==> config.mk <==
export PLATFORM = sky130hd
export DESIGN_NAME = pitaya_core
export DESIGN_NICKNAME = d
export VERILOG_FILES = /design/src/hw/pitaya_pkg.sv /design/src/hw/sys_bus_decoder.sv /design/src/hw/sysconf_rom.sv /design/src/hw/hk_regs.sv /design/src/hw/dc_level_gen.sv /design/src/hw/prop_ctrl.sv /design/src/hw/analog_frontend.sv /design/src/hw/pitaya_core.sv
export SDC_FILE = /design/constraint.sdc
export NUM_CORES = 1
export LEC_CHECK = 0
export BUFFER_PORTS_ARGS = -buffer_cell sky130_fd_sc_hd__buf_4
export CAP_MARGIN = 15
export CORE_MARGIN = 2
export CORE_UTILIZATION = 60
export CTS_BUF_LIST = sky130_fd_sc_hd__clkbuf_4 sky130_fd_sc_hd__clkbuf_8
export DETAILED_ROUTE_END_ITERATION = 8
export GPL_ROUTABILITY_DRIVEN = 1
export PLACE_DENSITY = 0.8
export SLEW_MARGIN = 20
export SYNTH_ARGS = -nofsm -noshare
export SYNTH_HDL_FRONTEND = slang
export SYNTH_SLANG_ARGS = --single-unit
==> constraint.sdc <==
create_clock -name adc_clk -period 16.2 [get_ports adc_clk]
set_clock_uncertainty 0.2 [all_clocks]
set_input_delay 3.24 -clock adc_clk [delete_from_list [all_inputs] [get_ports adc_clk]]
set_output_delay 3.24 -clock adc_clk [all_outputs]
set_load 0.05 [all_outputs]
==> src/hw/pitaya_pkg.sv <==
package pitaya_pkg;

  // ----------------------------------------
  // widths and address map
  // ----------------------------------------
  localparam int SAMPLE_W    = 14;                     // adc/dac sample
  localparam int BUS_W       = 32;                     // bus data and address
  localparam int REGION_LSB  = 20;                     // region index starts here
  localparam int REGION_BITS = 10;

  localparam logic [REGION_BITS-1:0] SYSCONF_REGION = 10'h3ff;  // top region
  localparam logic [BUS_W-1:0]       SYSCONF_ID     = 32'hfff00002;  // class + version
  localparam logic [REGION_LSB-1:0]  IRQ_CFG_BASE   = 20'hf0100;  // one word per region

  // ----------------------------------------
  // configuration word, two views
  // ----------------------------------------
  typedef struct packed {
    logic [11:0] rsvd;     // always zero
    logic [0:3]  line_en;  // enable, line 0 sits in the msb
    logic [3:0]  num0;     // irq number of line 0
    logic [3:0]  num1;
    logic [3:0]  num2;
    logic [3:0]  num3;
  } irq_cfg_t;

  typedef union packed {
    logic [BUS_W-1:0] raw;      // word as seen on the bus
    irq_cfg_t         irq_cfg;  // per-region interrupt setup
  } sysconf_word_t;

  // clamp to the signed sample range
  function automatic logic signed [SAMPLE_W-1:0] sat_sample(
    input logic signed [BUS_W-1:0] val
  );
    if (val > BUS_W'(2 ** (SAMPLE_W - 1) - 1)) begin
      return {1'b0, {(SAMPLE_W - 1){1'b1}}};  // +8191
    end else if (val < -(BUS_W'(2 ** (SAMPLE_W - 1)))) begin
      return {1'b1, {(SAMPLE_W - 1){1'b0}}};  // -8192
    end
    return val[SAMPLE_W-1:0];
  endfunction

endpackage

==> src/hw/sys_bus_decoder.sv <==
module sys_bus_decoder #(
  parameter int NUM_REGIONS = 8,
  parameter int FIRST_FREE  = 3
) (
  input  logic                                      adc_clk,
  input  logic                                      rst_n_i,
  input  logic [pitaya_pkg::BUS_W-1:0]              sys_addr_i,
  input  logic                                      sys_wen_i,
  input  logic                                      sys_ren_i,
  input  logic [NUM_REGIONS*pitaya_pkg::BUS_W-1:0]  reg_rdata_i,  // region r at word r
  input  logic [NUM_REGIONS-1:0]                    reg_ack_i,
  input  logic [NUM_REGIONS-1:0]                    reg_err_i,
  input  logic [pitaya_pkg::BUS_W-1:0]              cfg_rdata_i,
  input  logic                                      cfg_ack_i,
  output logic [NUM_REGIONS-1:0]                    reg_wen_o,    // one-hot
  output logic [NUM_REGIONS-1:0]                    reg_ren_o,
  output logic                                      cfg_wen_o,
  output logic                                      cfg_ren_o,
  output logic [pitaya_pkg::BUS_W-1:0]              sys_rdata_o,
  output logic                                      sys_ack_o,
  output logic                                      sys_err_o
);

  logic [pitaya_pkg::REGION_BITS-1:0] region;
  logic [NUM_REGIONS-1:0]             reg_cs;      // held address selects region
  logic [NUM_REGIONS-1:0]             free_mask;   // regions with no block behind
  logic [NUM_REGIONS-1:0]             free_ack_q;
  logic                               cfg_cs;
  logic                               unk_cs;
  logic                               unk_ack_q;   // ack + err for unmapped index
  logic                               strobe;

  assign region = sys_addr_i[pitaya_pkg::REGION_LSB +: pitaya_pkg::REGION_BITS];
  assign strobe = sys_wen_i | sys_ren_i;

  always_comb begin
    for (int i = 0; i < NUM_REGIONS; i++) begin
      reg_cs[i]    = (region == pitaya_pkg::REGION_BITS'(i));
      free_mask[i] = (i >= FIRST_FREE);
    end
  end

  assign cfg_cs = (region == pitaya_pkg::SYSCONF_REGION);
  assign unk_cs = ~(|reg_cs) & ~cfg_cs;  // nothing answers here

  // strobe fan-out
  assign reg_wen_o = reg_cs & {NUM_REGIONS{sys_wen_i}};
  assign reg_ren_o = reg_cs & {NUM_REGIONS{sys_ren_i}};
  assign cfg_wen_o = cfg_cs & sys_wen_i;
  assign cfg_ren_o = cfg_cs & sys_ren_i;

  // ----------------------------------------
  // local responders
  // ----------------------------------------
  always_ff @(posedge adc_clk or negedge rst_n_i) begin
    if (!rst_n_i) begin
      free_ack_q <= '0;
      unk_ack_q  <= 1'b0;
    end else begin
      free_ack_q <= reg_cs & free_mask & {NUM_REGIONS{strobe}};  // one cycle later
      unk_ack_q  <= unk_cs & strobe;
    end
  end

  // ----------------------------------------
  // response merge, per bit line
  // ----------------------------------------
  always_comb begin
    sys_rdata_o = cfg_rdata_i & {pitaya_pkg::BUS_W{cfg_cs}};
    for (int b = 0; b < pitaya_pkg::BUS_W; b++) begin
      for (int r = 0; r < NUM_REGIONS; r++) begin
        sys_rdata_o[b] = sys_rdata_o[b] | (reg_cs[r] & reg_rdata_i[r*pitaya_pkg::BUS_W+b]);
      end
    end
  end

  assign sys_ack_o = |(reg_cs & (reg_ack_i | free_ack_q)) | (cfg_cs & cfg_ack_i) | unk_ack_q;
  assign sys_err_o = |(reg_cs & reg_err_i) | unk_ack_q;  // table never errs

endmodule

==> src/hw/sysconf_rom.sv <==
module sysconf_rom #(
  parameter int NUM_REGIONS = 8
) (
  input  logic                                 adc_clk,
  input  logic                                 rst_n_i,
  input  logic [pitaya_pkg::REGION_LSB-1:0]    addr_i,   // offset in region
  input  logic                                 ren_i,
  input  logic                                 wen_i,    // acked, no effect
  output logic [pitaya_pkg::BUS_W-1:0]         rdata_o,
  output logic                                 ack_o
);

  pitaya_pkg::sysconf_word_t entry;

  // table lookup
  always_comb begin
    entry = '0;
    case (addr_i)
      20'hf0000: entry.raw = pitaya_pkg::SYSCONF_ID;
      20'hf0004: entry.raw = pitaya_pkg::BUS_W'(NUM_REGIONS);
      pitaya_pkg::IRQ_CFG_BASE: begin           // hk
        entry.irq_cfg.line_en = 4'b1000;        // line 0 only
        entry.irq_cfg.num0    = 4'd10;
      end
      pitaya_pkg::IRQ_CFG_BASE + 20'h4: begin   // region 1
        entry.irq_cfg.line_en = 4'b1000;
        entry.irq_cfg.num0    = 4'd4;
      end
      default: entry = '0;                      // unlisted reads zero
    endcase
  end

  always_ff @(posedge adc_clk or negedge rst_n_i) begin
    if (!rst_n_i) begin
      ack_o   <= 1'b0;
      rdata_o <= '0;
    end else begin
      ack_o   <= ren_i | wen_i;
      rdata_o <= ren_i ? entry.raw : '0;
    end
  end

endmodule

==> src/hw/hk_regs.sv <==
module hk_regs (
  input  logic                                 adc_clk,
  input  logic                                 rst_n_i,
  input  logic [pitaya_pkg::REGION_LSB-1:0]    addr_i,
  input  logic [pitaya_pkg::BUS_W-1:0]         wdata_i,
  input  logic                                 wen_i,
  input  logic                                 ren_i,
  input  logic signed [pitaya_pkg::SAMPLE_W-1:0] adc_a_i,  // converted sample
  input  logic signed [pitaya_pkg::SAMPLE_W-1:0] adc_b_i,
  output logic [pitaya_pkg::BUS_W-1:0]         rdata_o,
  output logic                                 ack_o,
  output logic                                 err_o,
  output logic [7:0]                           led_o
);

  always_ff @(posedge adc_clk or negedge rst_n_i) begin
    if (!rst_n_i) begin
      led_o   <= '0;
      ack_o   <= 1'b0;
      err_o   <= 1'b0;
      rdata_o <= '0;
    end else begin
      ack_o   <= wen_i | ren_i;
      err_o   <= 1'b0;
      rdata_o <= '0;
      case (addr_i)
        20'h00: begin
          if (wen_i) led_o <= wdata_i[7:0];
          if (ren_i) rdata_o <= pitaya_pkg::BUS_W'(led_o);
        end
        20'h04: if (ren_i) rdata_o <= pitaya_pkg::BUS_W'(adc_a_i);  // sign-extends
        20'h08: if (ren_i) rdata_o <= pitaya_pkg::BUS_W'(adc_b_i);
        default: err_o <= wen_i | ren_i;  // unknown offset
      endcase
    end
  end

endmodule

==> src/hw/dc_level_gen.sv <==
module dc_level_gen (
  input  logic                                   adc_clk,
  input  logic                                   rst_n_i,
  input  logic [pitaya_pkg::REGION_LSB-1:0]      addr_i,
  input  logic [pitaya_pkg::BUS_W-1:0]           wdata_i,
  input  logic                                   wen_i,
  input  logic                                   ren_i,
  output logic [pitaya_pkg::BUS_W-1:0]           rdata_o,
  output logic                                   ack_o,
  output logic                                   err_o,
  output logic signed [pitaya_pkg::SAMPLE_W-1:0] level_a_o,  // straight to dac sum
  output logic signed [pitaya_pkg::SAMPLE_W-1:0] level_b_o
);

  always_ff @(posedge adc_clk or negedge rst_n_i) begin
    if (!rst_n_i) begin
      level_a_o <= '0;
      level_b_o <= '0;
      ack_o     <= 1'b0;
      err_o     <= 1'b0;
      rdata_o   <= '0;
    end else begin
      ack_o   <= wen_i | ren_i;
      err_o   <= 1'b0;
      rdata_o <= '0;
      case (addr_i)
        20'h00: begin                                          // level a
          if (wen_i) level_a_o <= wdata_i[pitaya_pkg::SAMPLE_W-1:0];
          if (ren_i) rdata_o <= pitaya_pkg::BUS_W'(level_a_o);
        end
        20'h04: begin                                          // level b
          if (wen_i) level_b_o <= wdata_i[pitaya_pkg::SAMPLE_W-1:0];
          if (ren_i) rdata_o <= pitaya_pkg::BUS_W'(level_b_o);
        end
        default: err_o <= wen_i | ren_i;
      endcase
    end
  end

endmodule

==> src/hw/prop_ctrl.sv <==
module prop_ctrl #(
  parameter int KP_SHIFT = 4
) (
  input  logic                                   adc_clk,
  input  logic                                   rst_n_i,
  input  logic [pitaya_pkg::REGION_LSB-1:0]      addr_i,
  input  logic [pitaya_pkg::BUS_W-1:0]           wdata_i,
  input  logic                                   wen_i,
  input  logic                                   ren_i,
  input  logic signed [pitaya_pkg::SAMPLE_W-1:0] adc_a_i,
  input  logic signed [pitaya_pkg::SAMPLE_W-1:0] adc_b_i,
  output logic [pitaya_pkg::BUS_W-1:0]           rdata_o,
  output logic                                   ack_o,
  output logic                                   err_o,
  output logic signed [pitaya_pkg::SAMPLE_W-1:0] ctrl_a_o,
  output logic signed [pitaya_pkg::SAMPLE_W-1:0] ctrl_b_o
);

  logic signed [pitaya_pkg::SAMPLE_W-1:0] sp_a, sp_b;      // setpoints
  logic signed [7:0]                      gain_a, gain_b;

  // gain * (sp - x) >>> shift, then clamp
  function automatic logic signed [pitaya_pkg::SAMPLE_W-1:0] p_term(
    input logic signed [pitaya_pkg::SAMPLE_W-1:0] sp,
    input logic signed [7:0]                      gain,
    input logic signed [pitaya_pkg::SAMPLE_W-1:0] x
  );
    logic signed [pitaya_pkg::SAMPLE_W:0]   err;   // 15 bit, no wrap
    logic signed [pitaya_pkg::SAMPLE_W+8:0] prod;
    err  = sp - x;
    prod = err * gain;
    return pitaya_pkg::sat_sample(prod >>> KP_SHIFT);
  endfunction

  always_ff @(posedge adc_clk or negedge rst_n_i) begin
    if (!rst_n_i) begin
      sp_a     <= '0;
      sp_b     <= '0;
      gain_a   <= '0;
      gain_b   <= '0;
      ctrl_a_o <= '0;
      ctrl_b_o <= '0;
      ack_o    <= 1'b0;
      err_o    <= 1'b0;
      rdata_o  <= '0;
    end else begin
      ctrl_a_o <= p_term(sp_a, gain_a, adc_a_i);  // every cycle
      ctrl_b_o <= p_term(sp_b, gain_b, adc_b_i);
      ack_o    <= wen_i | ren_i;
      err_o    <= 1'b0;
      rdata_o  <= '0;
      case (addr_i)
        20'h00: begin
          if (wen_i) sp_a <= wdata_i[pitaya_pkg::SAMPLE_W-1:0];
          if (ren_i) rdata_o <= pitaya_pkg::BUS_W'(sp_a);
        end
        20'h04: begin
          if (wen_i) sp_b <= wdata_i[pitaya_pkg::SAMPLE_W-1:0];
          if (ren_i) rdata_o <= pitaya_pkg::BUS_W'(sp_b);
        end
        20'h08: begin
          if (wen_i) gain_a <= wdata_i[7:0];
          if (ren_i) rdata_o <= pitaya_pkg::BUS_W'(gain_a);
        end
        20'h0c: begin
          if (wen_i) gain_b <= wdata_i[7:0];
          if (ren_i) rdata_o <= pitaya_pkg::BUS_W'(gain_b);
        end
        default: err_o <= wen_i | ren_i;
      endcase
    end
  end

endmodule

==> src/hw/analog_frontend.sv <==
module analog_frontend (
  input  logic                                   adc_clk,
  input  logic                                   rst_n_i,
  input  logic [pitaya_pkg::SAMPLE_W-1:0]        adc_raw_a_i,  // unsigned neg-slope
  input  logic [pitaya_pkg::SAMPLE_W-1:0]        adc_raw_b_i,
  input  logic signed [pitaya_pkg::SAMPLE_W-1:0] level_a_i,
  input  logic signed [pitaya_pkg::SAMPLE_W-1:0] level_b_i,
  input  logic signed [pitaya_pkg::SAMPLE_W-1:0] ctrl_a_i,
  input  logic signed [pitaya_pkg::SAMPLE_W-1:0] ctrl_b_i,
  output logic signed [pitaya_pkg::SAMPLE_W-1:0] adc_a_o,      // two's complement
  output logic signed [pitaya_pkg::SAMPLE_W-1:0] adc_b_o,
  output logic [pitaya_pkg::SAMPLE_W-1:0]        dac_a_o,
  output logic [pitaya_pkg::SAMPLE_W-1:0]        dac_b_o
);

  // keep sign, invert the rest; same rule both ways
  function automatic logic [pitaya_pkg::SAMPLE_W-1:0] flip_code(
    input logic [pitaya_pkg::SAMPLE_W-1:0] v
  );
    return {v[pitaya_pkg::SAMPLE_W-1], ~v[pitaya_pkg::SAMPLE_W-2:0]};
  endfunction

  always_ff @(posedge adc_clk or negedge rst_n_i) begin
    if (!rst_n_i) begin
      adc_a_o <= '0;
      adc_b_o <= '0;
      dac_a_o <= flip_code('0);  // code for zero, 0x1fff
      dac_b_o <= flip_code('0);
    end else begin
      adc_a_o <= flip_code(adc_raw_a_i);
      adc_b_o <= flip_code(adc_raw_b_i);
      dac_a_o <= flip_code(pitaya_pkg::sat_sample(level_a_i + ctrl_a_i));  // saturating sum
      dac_b_o <= flip_code(pitaya_pkg::sat_sample(level_b_i + ctrl_b_i));
    end
  end

endmodule

==> src/hw/pitaya_core.sv <==
module pitaya_core #(
  parameter int NUM_REGIONS = 8,
  parameter int FIRST_FREE  = 3,
  parameter int KP_SHIFT    = 4
) (
  input  logic                                 adc_clk,
  input  logic                                 rst_n_i,
  input  logic [pitaya_pkg::BUS_W-1:0]         sys_addr_i,
  input  logic [pitaya_pkg::BUS_W-1:0]         sys_wdata_i,
  input  logic                                 sys_wen_i,    // one cycle pulse
  input  logic                                 sys_ren_i,    // one cycle pulse
  output logic [pitaya_pkg::BUS_W-1:0]         sys_rdata_o,
  output logic                                 sys_ack_o,
  output logic                                 sys_err_o,
  input  logic [pitaya_pkg::SAMPLE_W-1:0]      adc_a_i,      // raw neg-slope code
  input  logic [pitaya_pkg::SAMPLE_W-1:0]      adc_b_i,
  output logic [pitaya_pkg::SAMPLE_W-1:0]      dac_a_o,      // dac code
  output logic [pitaya_pkg::SAMPLE_W-1:0]      dac_b_o,
  output logic [7:0]                           led_o
);

  localparam int N_FUNC = 3;  // hk, dc level, controller

  logic [NUM_REGIONS-1:0]                    reg_wen, reg_ren;
  logic [pitaya_pkg::BUS_W-1:0]              hk_rdata, dc_rdata, pc_rdata, cfg_rdata;
  logic                                      hk_ack, dc_ack, pc_ack, cfg_ack;
  logic                                      hk_err, dc_err, pc_err;
  logic                                      cfg_wen, cfg_ren;
  logic signed [pitaya_pkg::SAMPLE_W-1:0]    adc_a, adc_b;      // two's complement
  logic signed [pitaya_pkg::SAMPLE_W-1:0]    level_a, level_b;
  logic signed [pitaya_pkg::SAMPLE_W-1:0]    ctrl_a, ctrl_b;

  // ----------------------------------------
  // bus fabric
  // ----------------------------------------
  sys_bus_decoder #(
    .NUM_REGIONS (NUM_REGIONS),
    .FIRST_FREE  (FIRST_FREE)
  ) i_dec (
    .adc_clk     (adc_clk),
    .rst_n_i     (rst_n_i),
    .sys_addr_i  (sys_addr_i),
    .sys_wen_i   (sys_wen_i),
    .sys_ren_i   (sys_ren_i),
    .reg_rdata_i ({{((NUM_REGIONS - N_FUNC) * pitaya_pkg::BUS_W){1'b0}},
                   pc_rdata, dc_rdata, hk_rdata}),  // free slots read zero
    .reg_ack_i   ({{(NUM_REGIONS - N_FUNC){1'b0}}, pc_ack, dc_ack, hk_ack}),
    .reg_err_i   ({{(NUM_REGIONS - N_FUNC){1'b0}}, pc_err, dc_err, hk_err}),
    .cfg_rdata_i (cfg_rdata),
    .cfg_ack_i   (cfg_ack),
    .reg_wen_o   (reg_wen),
    .reg_ren_o   (reg_ren),
    .cfg_wen_o   (cfg_wen),
    .cfg_ren_o   (cfg_ren),
    .sys_rdata_o (sys_rdata_o),
    .sys_ack_o   (sys_ack_o),
    .sys_err_o   (sys_err_o)
  );

  sysconf_rom #(.NUM_REGIONS(NUM_REGIONS)) i_cfg (
    .adc_clk (adc_clk),
    .rst_n_i (rst_n_i),
    .addr_i  (sys_addr_i[pitaya_pkg::REGION_LSB-1:0]),
    .ren_i   (cfg_ren),
    .wen_i   (cfg_wen),
    .rdata_o (cfg_rdata),
    .ack_o   (cfg_ack)
  );

  // ----------------------------------------
  // register regions 0..2
  // ----------------------------------------
  hk_regs i_hk (
    .adc_clk (adc_clk),
    .rst_n_i (rst_n_i),
    .addr_i  (sys_addr_i[pitaya_pkg::REGION_LSB-1:0]),
    .wdata_i (sys_wdata_i),
    .wen_i   (reg_wen[0]),
    .ren_i   (reg_ren[0]),
    .adc_a_i (adc_a),
    .adc_b_i (adc_b),
    .rdata_o (hk_rdata),
    .ack_o   (hk_ack),
    .err_o   (hk_err),
    .led_o   (led_o)
  );

  dc_level_gen i_dc (
    .adc_clk   (adc_clk),
    .rst_n_i   (rst_n_i),
    .addr_i    (sys_addr_i[pitaya_pkg::REGION_LSB-1:0]),
    .wdata_i   (sys_wdata_i),
    .wen_i     (reg_wen[1]),
    .ren_i     (reg_ren[1]),
    .rdata_o   (dc_rdata),
    .ack_o     (dc_ack),
    .err_o     (dc_err),
    .level_a_o (level_a),
    .level_b_o (level_b)
  );

  prop_ctrl #(.KP_SHIFT(KP_SHIFT)) i_pc (
    .adc_clk  (adc_clk),
    .rst_n_i  (rst_n_i),
    .addr_i   (sys_addr_i[pitaya_pkg::REGION_LSB-1:0]),
    .wdata_i  (sys_wdata_i),
    .wen_i    (reg_wen[2]),
    .ren_i    (reg_ren[2]),
    .adc_a_i  (adc_a),
    .adc_b_i  (adc_b),
    .rdata_o  (pc_rdata),
    .ack_o    (pc_ack),
    .err_o    (pc_err),
    .ctrl_a_o (ctrl_a),
    .ctrl_b_o (ctrl_b)
  );

  // ----------------------------------------
  // analog path
  // ----------------------------------------
  analog_frontend i_afe (
    .adc_clk     (adc_clk),
    .rst_n_i     (rst_n_i),
    .adc_raw_a_i (adc_a_i),
    .adc_raw_b_i (adc_b_i),
    .level_a_i   (level_a),
    .level_b_i   (level_b),
    .ctrl_a_i    (ctrl_a),
    .ctrl_b_i    (ctrl_b),
    .adc_a_o     (adc_a),
    .adc_b_o     (adc_b),
    .dac_a_o     (dac_a_o),
    .dac_b_o     (dac_b_o)
  );

endmodule

==> results of run 1 <==
==> path summary, 6_finish.rpt <==
kind                            slack [ns]                       start  depth (start not counted)                     endpoint
worst max-delay path                  6.89              sys_addr_i[27]                          9              sys_rdata_o[26]
worst min-delay path                  0.32  i_afe.adc_a_o[5]$_DFF_PN0_                          2    i_hk.rdata_o[5]$_DFF_PN0_
worst max register to register        7.87  i_afe.adc_a_o[0]$_DFF_PN0_                         28  i_pc.ctrl_a_o[12]$_DFF_PN0_
worst min register to register        0.32  i_afe.adc_a_o[5]$_DFF_PN0_                          2    i_hk.rdata_o[5]$_DFF_PN0_
max in group asynchronous            11.88                     rst_n_i                          3   i_afe.adc_b_o[9]$_DFF_PN0_
min in group asynchronous             2.36                     rst_n_i                          1  i_cfg.rdata_o[30]$_DFF_PN0_
==> layer usage <==
layer	global-route usage (%)	up-vias	wire length, microns
met1	38.7	7608	20500
met3	6.05	140	3940
met4	11.7	4	1950
met2	45.1	626	22300
met5	0	-	63
li1	-	7028	-
==> synthesized netlist by cell type (all sizes together), types with 16 or more instances <==
cell type / n / share of area (%)
a211oi: 16 / 0.67
a21o: 33 / 1.2
a21oi: 105 / 2.7
and2: 137 / 4.2
buf: 34 / 1.0
clkbuf: 35 / 0.65
dfrtp: 199 / 25
dfstp: 26 / 3.4
fa: 196 / 19
ha: 140 / 8.6
inv: 345 / 6.4
mux2: 91 / 5.0
mux2i: 25 / 1.2
nand2: 111 / 2.1
nand2b: 18 / 0.55
nand3: 34 / 0.84
nor2: 133 / 2.5
nor2b: 35 / 1.1
nor3: 22 / 0.60
o21a: 23 / 0.85
o21ai: 68 / 1.7
xnor2: 49 / 2.2
xor2: 23 / 0.99
==> power breakdown <==
part	total (mW)	leakage, nW	internal [mW]	switching, mW
combinational	0.231	8.04	0.0782	0.152
clock	0.548	0.432	0.316	0.232
sequential	0.589	2.91	0.582	0.00721
==> cells by family (layout without fill, tap and decap cells) <==
family                   Yosys count  count (layout)
AND/OR/NAND/NOR                  565             565
buffers and inverters            414             559
adder cells (fa/ha/maj)          338             338
AO/OA/AOI/OAI                    336             336
flip-flops                       225             225
multiplexers                     123             123
XOR/XNOR                          72              72
==> final cells by class <==
cell class | instances | area [sq um] | share of cell area, %
Clock inverter | 6 | 70.1 | 0.311
Inverter | 345 | 1290 | 5.75
Clock buffer | 59 | 762 | 3.38
Tap cell | 448 | 561 | 2.49
Sequential cell | 225 | 5660 | 25.1
Timing Repair Buffer | 149 | 1150 | 5.10
Multi-Input combinational cell | 1434 | 13000 | 57.8
==> worst max-delay path, delay by kind of cell <==
family	cells	cell delay, ns
buf+inv	3	0.76
simple gates	3	0.92
compound gates	3	0.94
==> state kept, by name, indices dropped and copies added, names as in the netlist, 5 cells and up <==
register          count
i_afe.adc_a_o        14
i_afe.adc_b_o        14
i_afe.dac_a_o        14
i_afe.dac_b_o        14
i_dc.level_a_o       14
i_dc.level_b_o       14
i_dc.rdata_o         14
i_hk.rdata_o         14
i_pc.ctrl_a_o        14
i_pc.ctrl_b_o        14
i_pc.rdata_o         14
i_pc.sp_a            14
i_pc.sp_b            14
i_hk.led_o            8
i_pc.gain_a           8
i_pc.gain_b           8
i_cfg.rdata_o         6
i_dec.free_ack_q      5
==> metrics by stage <==
| stage | hold slack (ns) | util [%] | instances | setup WS [ns] | cell area, sq um |
|---|---|---|---|---|---|
| 6_report | 0.315 | 67.4 | 2666 | 6.89 | 22500 |
| 5_1_grt | 0.339 | 67.4 | 2666 | 6.65 | 22500 |
| 4_1_cts | 0.310 | 67.2 | 2665 | 6.89 | 22500 |
| 3_5_place_dp | 0.301 | 64.7 | 2600 | 6.90 | 21700 |
| 3_3_place_gp | 0.302 | 64.7 | 2600 | 6.96 | 21700 |
| 2_1_floorplan | 0.280 | - | 2073 | 6.57 | 20300 |
==> impl_metrics.py, run 1 <==
metrics = {
    "run_status": {
        "status": "complete, no violations",
    },
    "setup_path": {
        "crit_fanout": 23,
        "path_cells": "buf_4 -> nor4_1 -> nand2_1 -> nor3_2 -> buf_4 -> a221oi_1 -> a21oi_1 -> a21o_1 -> buf_4",
        "crit_slowest_cell": "a21oi_1",
        "critPathKind": "in -> out",
        "cp.required_ns": 12.76,
        "crit_arrival_ns": 5.87,
        "cpMostUsedCell": "buf_4",
        "critPathMaxStageDelay_ns": 0.46,
        "crit_path_end_kind": "output pin",
        "critPathLaunchType": "input port",
    },
    "floorplan": {
        "core_sq_um": 33400,
        "ios": 166,
        "die_h_microns": 188,
        "die_area_sq_um": 35300,
        "num_rows": 67,
        "start_util_pct": 60.7,
        "die_x_microns": 188,
    },
    "synthesis": {
        "synth-edff-count": 0,
        "synth-compound-area-share_pct": 11.3,
        "synth_xor_xnor_area_share_pct": 3.22,
        "synth.area.mux_share_pct": 7.05,
        "yosys_register_bits": 225,
        "netlist_instances": 2073,
        "synthAdderAreaFrac_pct": 28.0,
        "async_reset_ff_share_pct": 100,
        "synthSimpleGateAreaFrac_pct": 14.5,
        "netlist_area_sq_um": 20300,
        "synth_area_per_cell_sq_um": 9.80,
        "ys_warn_count": 0,
        "synth_top_family_by_area": "adder cells",
        "ys.flop_type": "dfrtp_1",
        "synth_fp_nets": 2505,
        "ys_types": 88,
        "ys_seq_area_share_pct": 27.9,
    },
    "clock_network": {
        "root_buffer": "clkbuf_8",
        "cts_buffer_depth": 3,
        "path_clk_slew_ns": 0.06,
        "cts-hold-fix-buffers": 0,
        "cts_resized": 0,
        "post_cts_buffers": 0,
        "worstSkewPairLatency_ns": 0.55,
        "ctsHtreeMaxLevel": 2,
        "cts_inserted_buffers": 37,
        "cts_tree": "done",
        "cts_sinks": 225,
    },
    "global_route": {
        "grt_overflow_total": 0,
        "grt_pass1_wl_mm": 80.3,
        "grt_max_degree": 141,
        "grtUsageTotal_pct": 28.6,
        "grt_pass1_vias": 15910,
        "antenna_found_initial": 1,
    },
    "cells_and_area": {
        "layout-drive-gt1-share_pct": 16.7,
        "fillers": 2561,
        "final_common_cell": "inv_1",
        "syn_to_final_growth_pct": 10.9,
        "final_cell_mix": "inv_1 (345), dfrtp_1 (199), fa_1 (196)",
        "nNetsFinal": 2624,
        "antennaDiodeCount": 0,
    },
    "routing": {
        "post-route-drc-count": 0,
        "post_drt_wl_per_cell_microns": 18.3,
        "via_count": 15406,
        "ant_nets": 0,
        "dr.pass1.iters": 5,
        "routed_wl_mm": 48.7,
        "viasPerCell": 5.78,
        "drt_iter0_drc": 1052,
    },
    "sta": {
        "slew_viol_final": 0,
        "rsz0062_at_grt": "no",
        "setup_tns_ns": 0,
        "setup_viol": 0,
        "fmax_mhz": 107,
        "maxSlewHeadroom_pct": 29.4,
        "timing_hold_violations_final": 0,
        "final.period_utilization_pct": 57.5,
        "period_needed_ns": 9.31,
        "worst_pin_slew_ns": 1.06,
    },
    "pwr": {
        "leakage_nw": 11.4,
        "power.total_mw": 1.37,
        "peakVddDrop_uv": 55.7,
        "power.density_nw_per_um2": 60.7,
    },
    "placement": {
        "portBuffers": 145,
        "gp_congestion": 0.881,
        "dpl.hpwl_mm": 37.8,
    },
    "job": {
        "maxCapViolCount": 0,
    },
    "worst_hold_path": {
        "hold_path.class": "reg -> reg",
    },
}
(Power assumes the default switching activity.)
==> inputs of run 2 (changes only) <==
Clock period 16.2 ns to 9 ns, I/O delays scaled along.
==> impl_metrics.py, run 2 (synthesis results as in run 1) <==
metrics = {
    "cells_and_area": {
        "fillers": 2554,
        "final_common_cell": "inv_1",
        "final_cell_mix": "inv_1 (345), dfrtp_1 (199), fa_1 (196)",
        "nNetsFinal": 2629,
        "postLayoutCoreUtil_pct": 67.3,
        "layout-drive-gt1-share_pct": 17.0,
        "syn_to_final_growth_pct": 10.9,
    },
    "setup_path": {
        "critPathKind": "reg -> reg",
        "crit_path_end_kind": "flip-flop",
        "cp.required_ns": 9.24,
        "critPathLaunchType": "flip-flop",
        "crit_fanout": 12,
        "crit_arrival_ns": 8.40,
        "cpMostUsedCell": "inv_1",
        "crit_slowest_cell": "fa_1",
        "critPathMaxStageDelay_ns": 0.62,
    },
    "routing": {
        "viasPerCell": 5.74,
        "ant_nets": 0,
        "post-route-drc-count": 0,
        "via_count": 15343,
        "dr.pass1.iters": 7,
        "drt_iter0_drc": 1155,
        "post_drt_wl_per_cell_microns": 18.0,
        "routed_wl_mm": 48.1,
    },
    "sta": {
        "slew_viol_final": 0,
        "setup_viol": 0,
        "maxSlewHeadroom_pct": 23.1,
        "setup_tns_ns": 0,
        "worst_pin_slew_ns": 1.15,
        "timing_hold_violations_final": 0,
        "final.period_utilization_pct": 90.7,
        "period_needed_ns": 8.16,
        "rsz0062_at_grt": "no",
        "fmax_mhz": 123,
    },
    "floorplan": {
        "num_rows": 67,
        "die_area_sq_um": 35300,
        "die_h_microns": 188,
        "ios": 166,
        "die_x_microns": 188,
        "start_util_pct": 60.7,
        "core_sq_um": 33400,
    },
    "placement": {
        "portBuffers": 145,
        "gp_congestion": 0.903,
        "dpl.hpwl_mm": 37.8,
    },
    "global_route": {
        "grtUsageTotal_pct": 28.4,
        "grt_pass1_wl_mm": 79.6,
        "grt_max_degree": 139,
        "antenna_found_initial": 1,
        "grt_pass1_vias": 15568,
        "grt_overflow_total": 0,
    },
    "clock_network": {
        "post_cts_buffers": 0,
        "cts-hold-fix-buffers": 0,
        "root_buffer": "clkbuf_8",
        "cts_inserted_buffers": 38,
        "cts_buffer_depth": 3,
        "cts_tree": "done",
        "ctsHtreeMaxLevel": 2,
        "path_clk_slew_ns": 0.06,
        "worstSkewPairLatency_ns": 0.55,
        "cts_sinks": 225,
        "cts_resized": 0,
    },
    "run_status": {
        "status": "complete, no violations",
    },
    "pwr": {
        "peakVddDrop_uv": 101,
        "leakage_nw": 11.4,
        "power.density_nw_per_um2": 108,
    },
    "job": {
        "maxCapViolCount": 0,
    },
    "worst_hold_path": {
        "hold_path.class": "reg -> reg",
    },
}
run 2: power by group:
group / total [mW] / internal, mW / switching [mW]
clock: 0.953 / 0.531 / 0.422
combinational: 0.415 / 0.141 / 0.275
sequential: 1.06 / 1.05 / 0.0128
run 2: cell type report:
| type | count | area (sq um) | area share [%] |
|---|---|---|---|
| Antenna cell | 2 | 5.00 | 0.0222 |
| Clock buffer | 58 | 742 | 3.29 |
| Clock inverter | 9 | 63.8 | 0.283 |
| Inverter | 345 | 1290 | 5.75 |
| Multi-Input combinational cell | 1434 | 13000 | 57.8 |
| Sequential cell | 225 | 5660 | 25.1 |
| Tap cell | 448 | 561 | 2.49 |
| Timing Repair Buffer | 153 | 1180 | 5.24 |
run 2: routing by layer:
| metal | up-vias | routed length, microns | GRT usage (%) |
|---|---|---|---|
| met5 | - | 0 | 0 |
| met4 | 0 | 1890 | 10.9 |
| met3 | 114 | 4410 | 6.57 |
| met2 | 622 | 22000 | 44.9 |
| met1 | 7564 | 19900 | 38.2 |
| li1 | 7043 | - | - |
run 2: critical path, delay by kind of cell, from the launching register on:
kind,cells,cell delay (ns)
simple gates,7,1.53
buf+inv,6,0.44
fa+ha+maj,7,3.01
flops,1,0.38
compound gates,9,2.47
run 2: final timing paths:
kind | slack [ns] | startpoint | depth (start not counted) | end
min in group asynchronous | 0.92 | rst_n_i | 1 | i_afe.dac_a_o[13]$_DFF_PN0_
setup / recovery | 0.84 | i_pc.sp_b[0]$_DFFE_PN0P_ | 29 | i_pc.ctrl_b_o[2]$_DFF_PN0_
setup reg to reg | 0.84 | i_pc.sp_b[0]$_DFFE_PN0P_ | 29 | i_pc.ctrl_b_o[2]$_DFF_PN0_
hold reg to reg | 0.33 | i_afe.adc_a_o[4]$_DFF_PN0_ | 2 | i_hk.rdata_o[4]$_DFF_PN0_
hold / removal | 0.33 | i_afe.adc_a_o[4]$_DFF_PN0_ | 2 | i_hk.rdata_o[4]$_DFF_PN0_
max in group asynchronous | 6.10 | rst_n_i | 3 | i_afe.adc_a_o[12]$_DFF_PN0_
run 2: through the flow:
stage	cell area, sq um	total power, mW	hold WS, ns	setup slack [ns]	cells
after floorplan	20300	1.35	0.280	1.94	2073
after global placement	21700	1.48	0.310	1.07	2604
after detailed placement	21700	1.49	0.320	0.912	2604
after CTS	22500	2.44	0.333	0.899	2671
after global routing	22500	2.53	0.356	0.277	2672
final	22500	2.43	0.332	0.839	2674
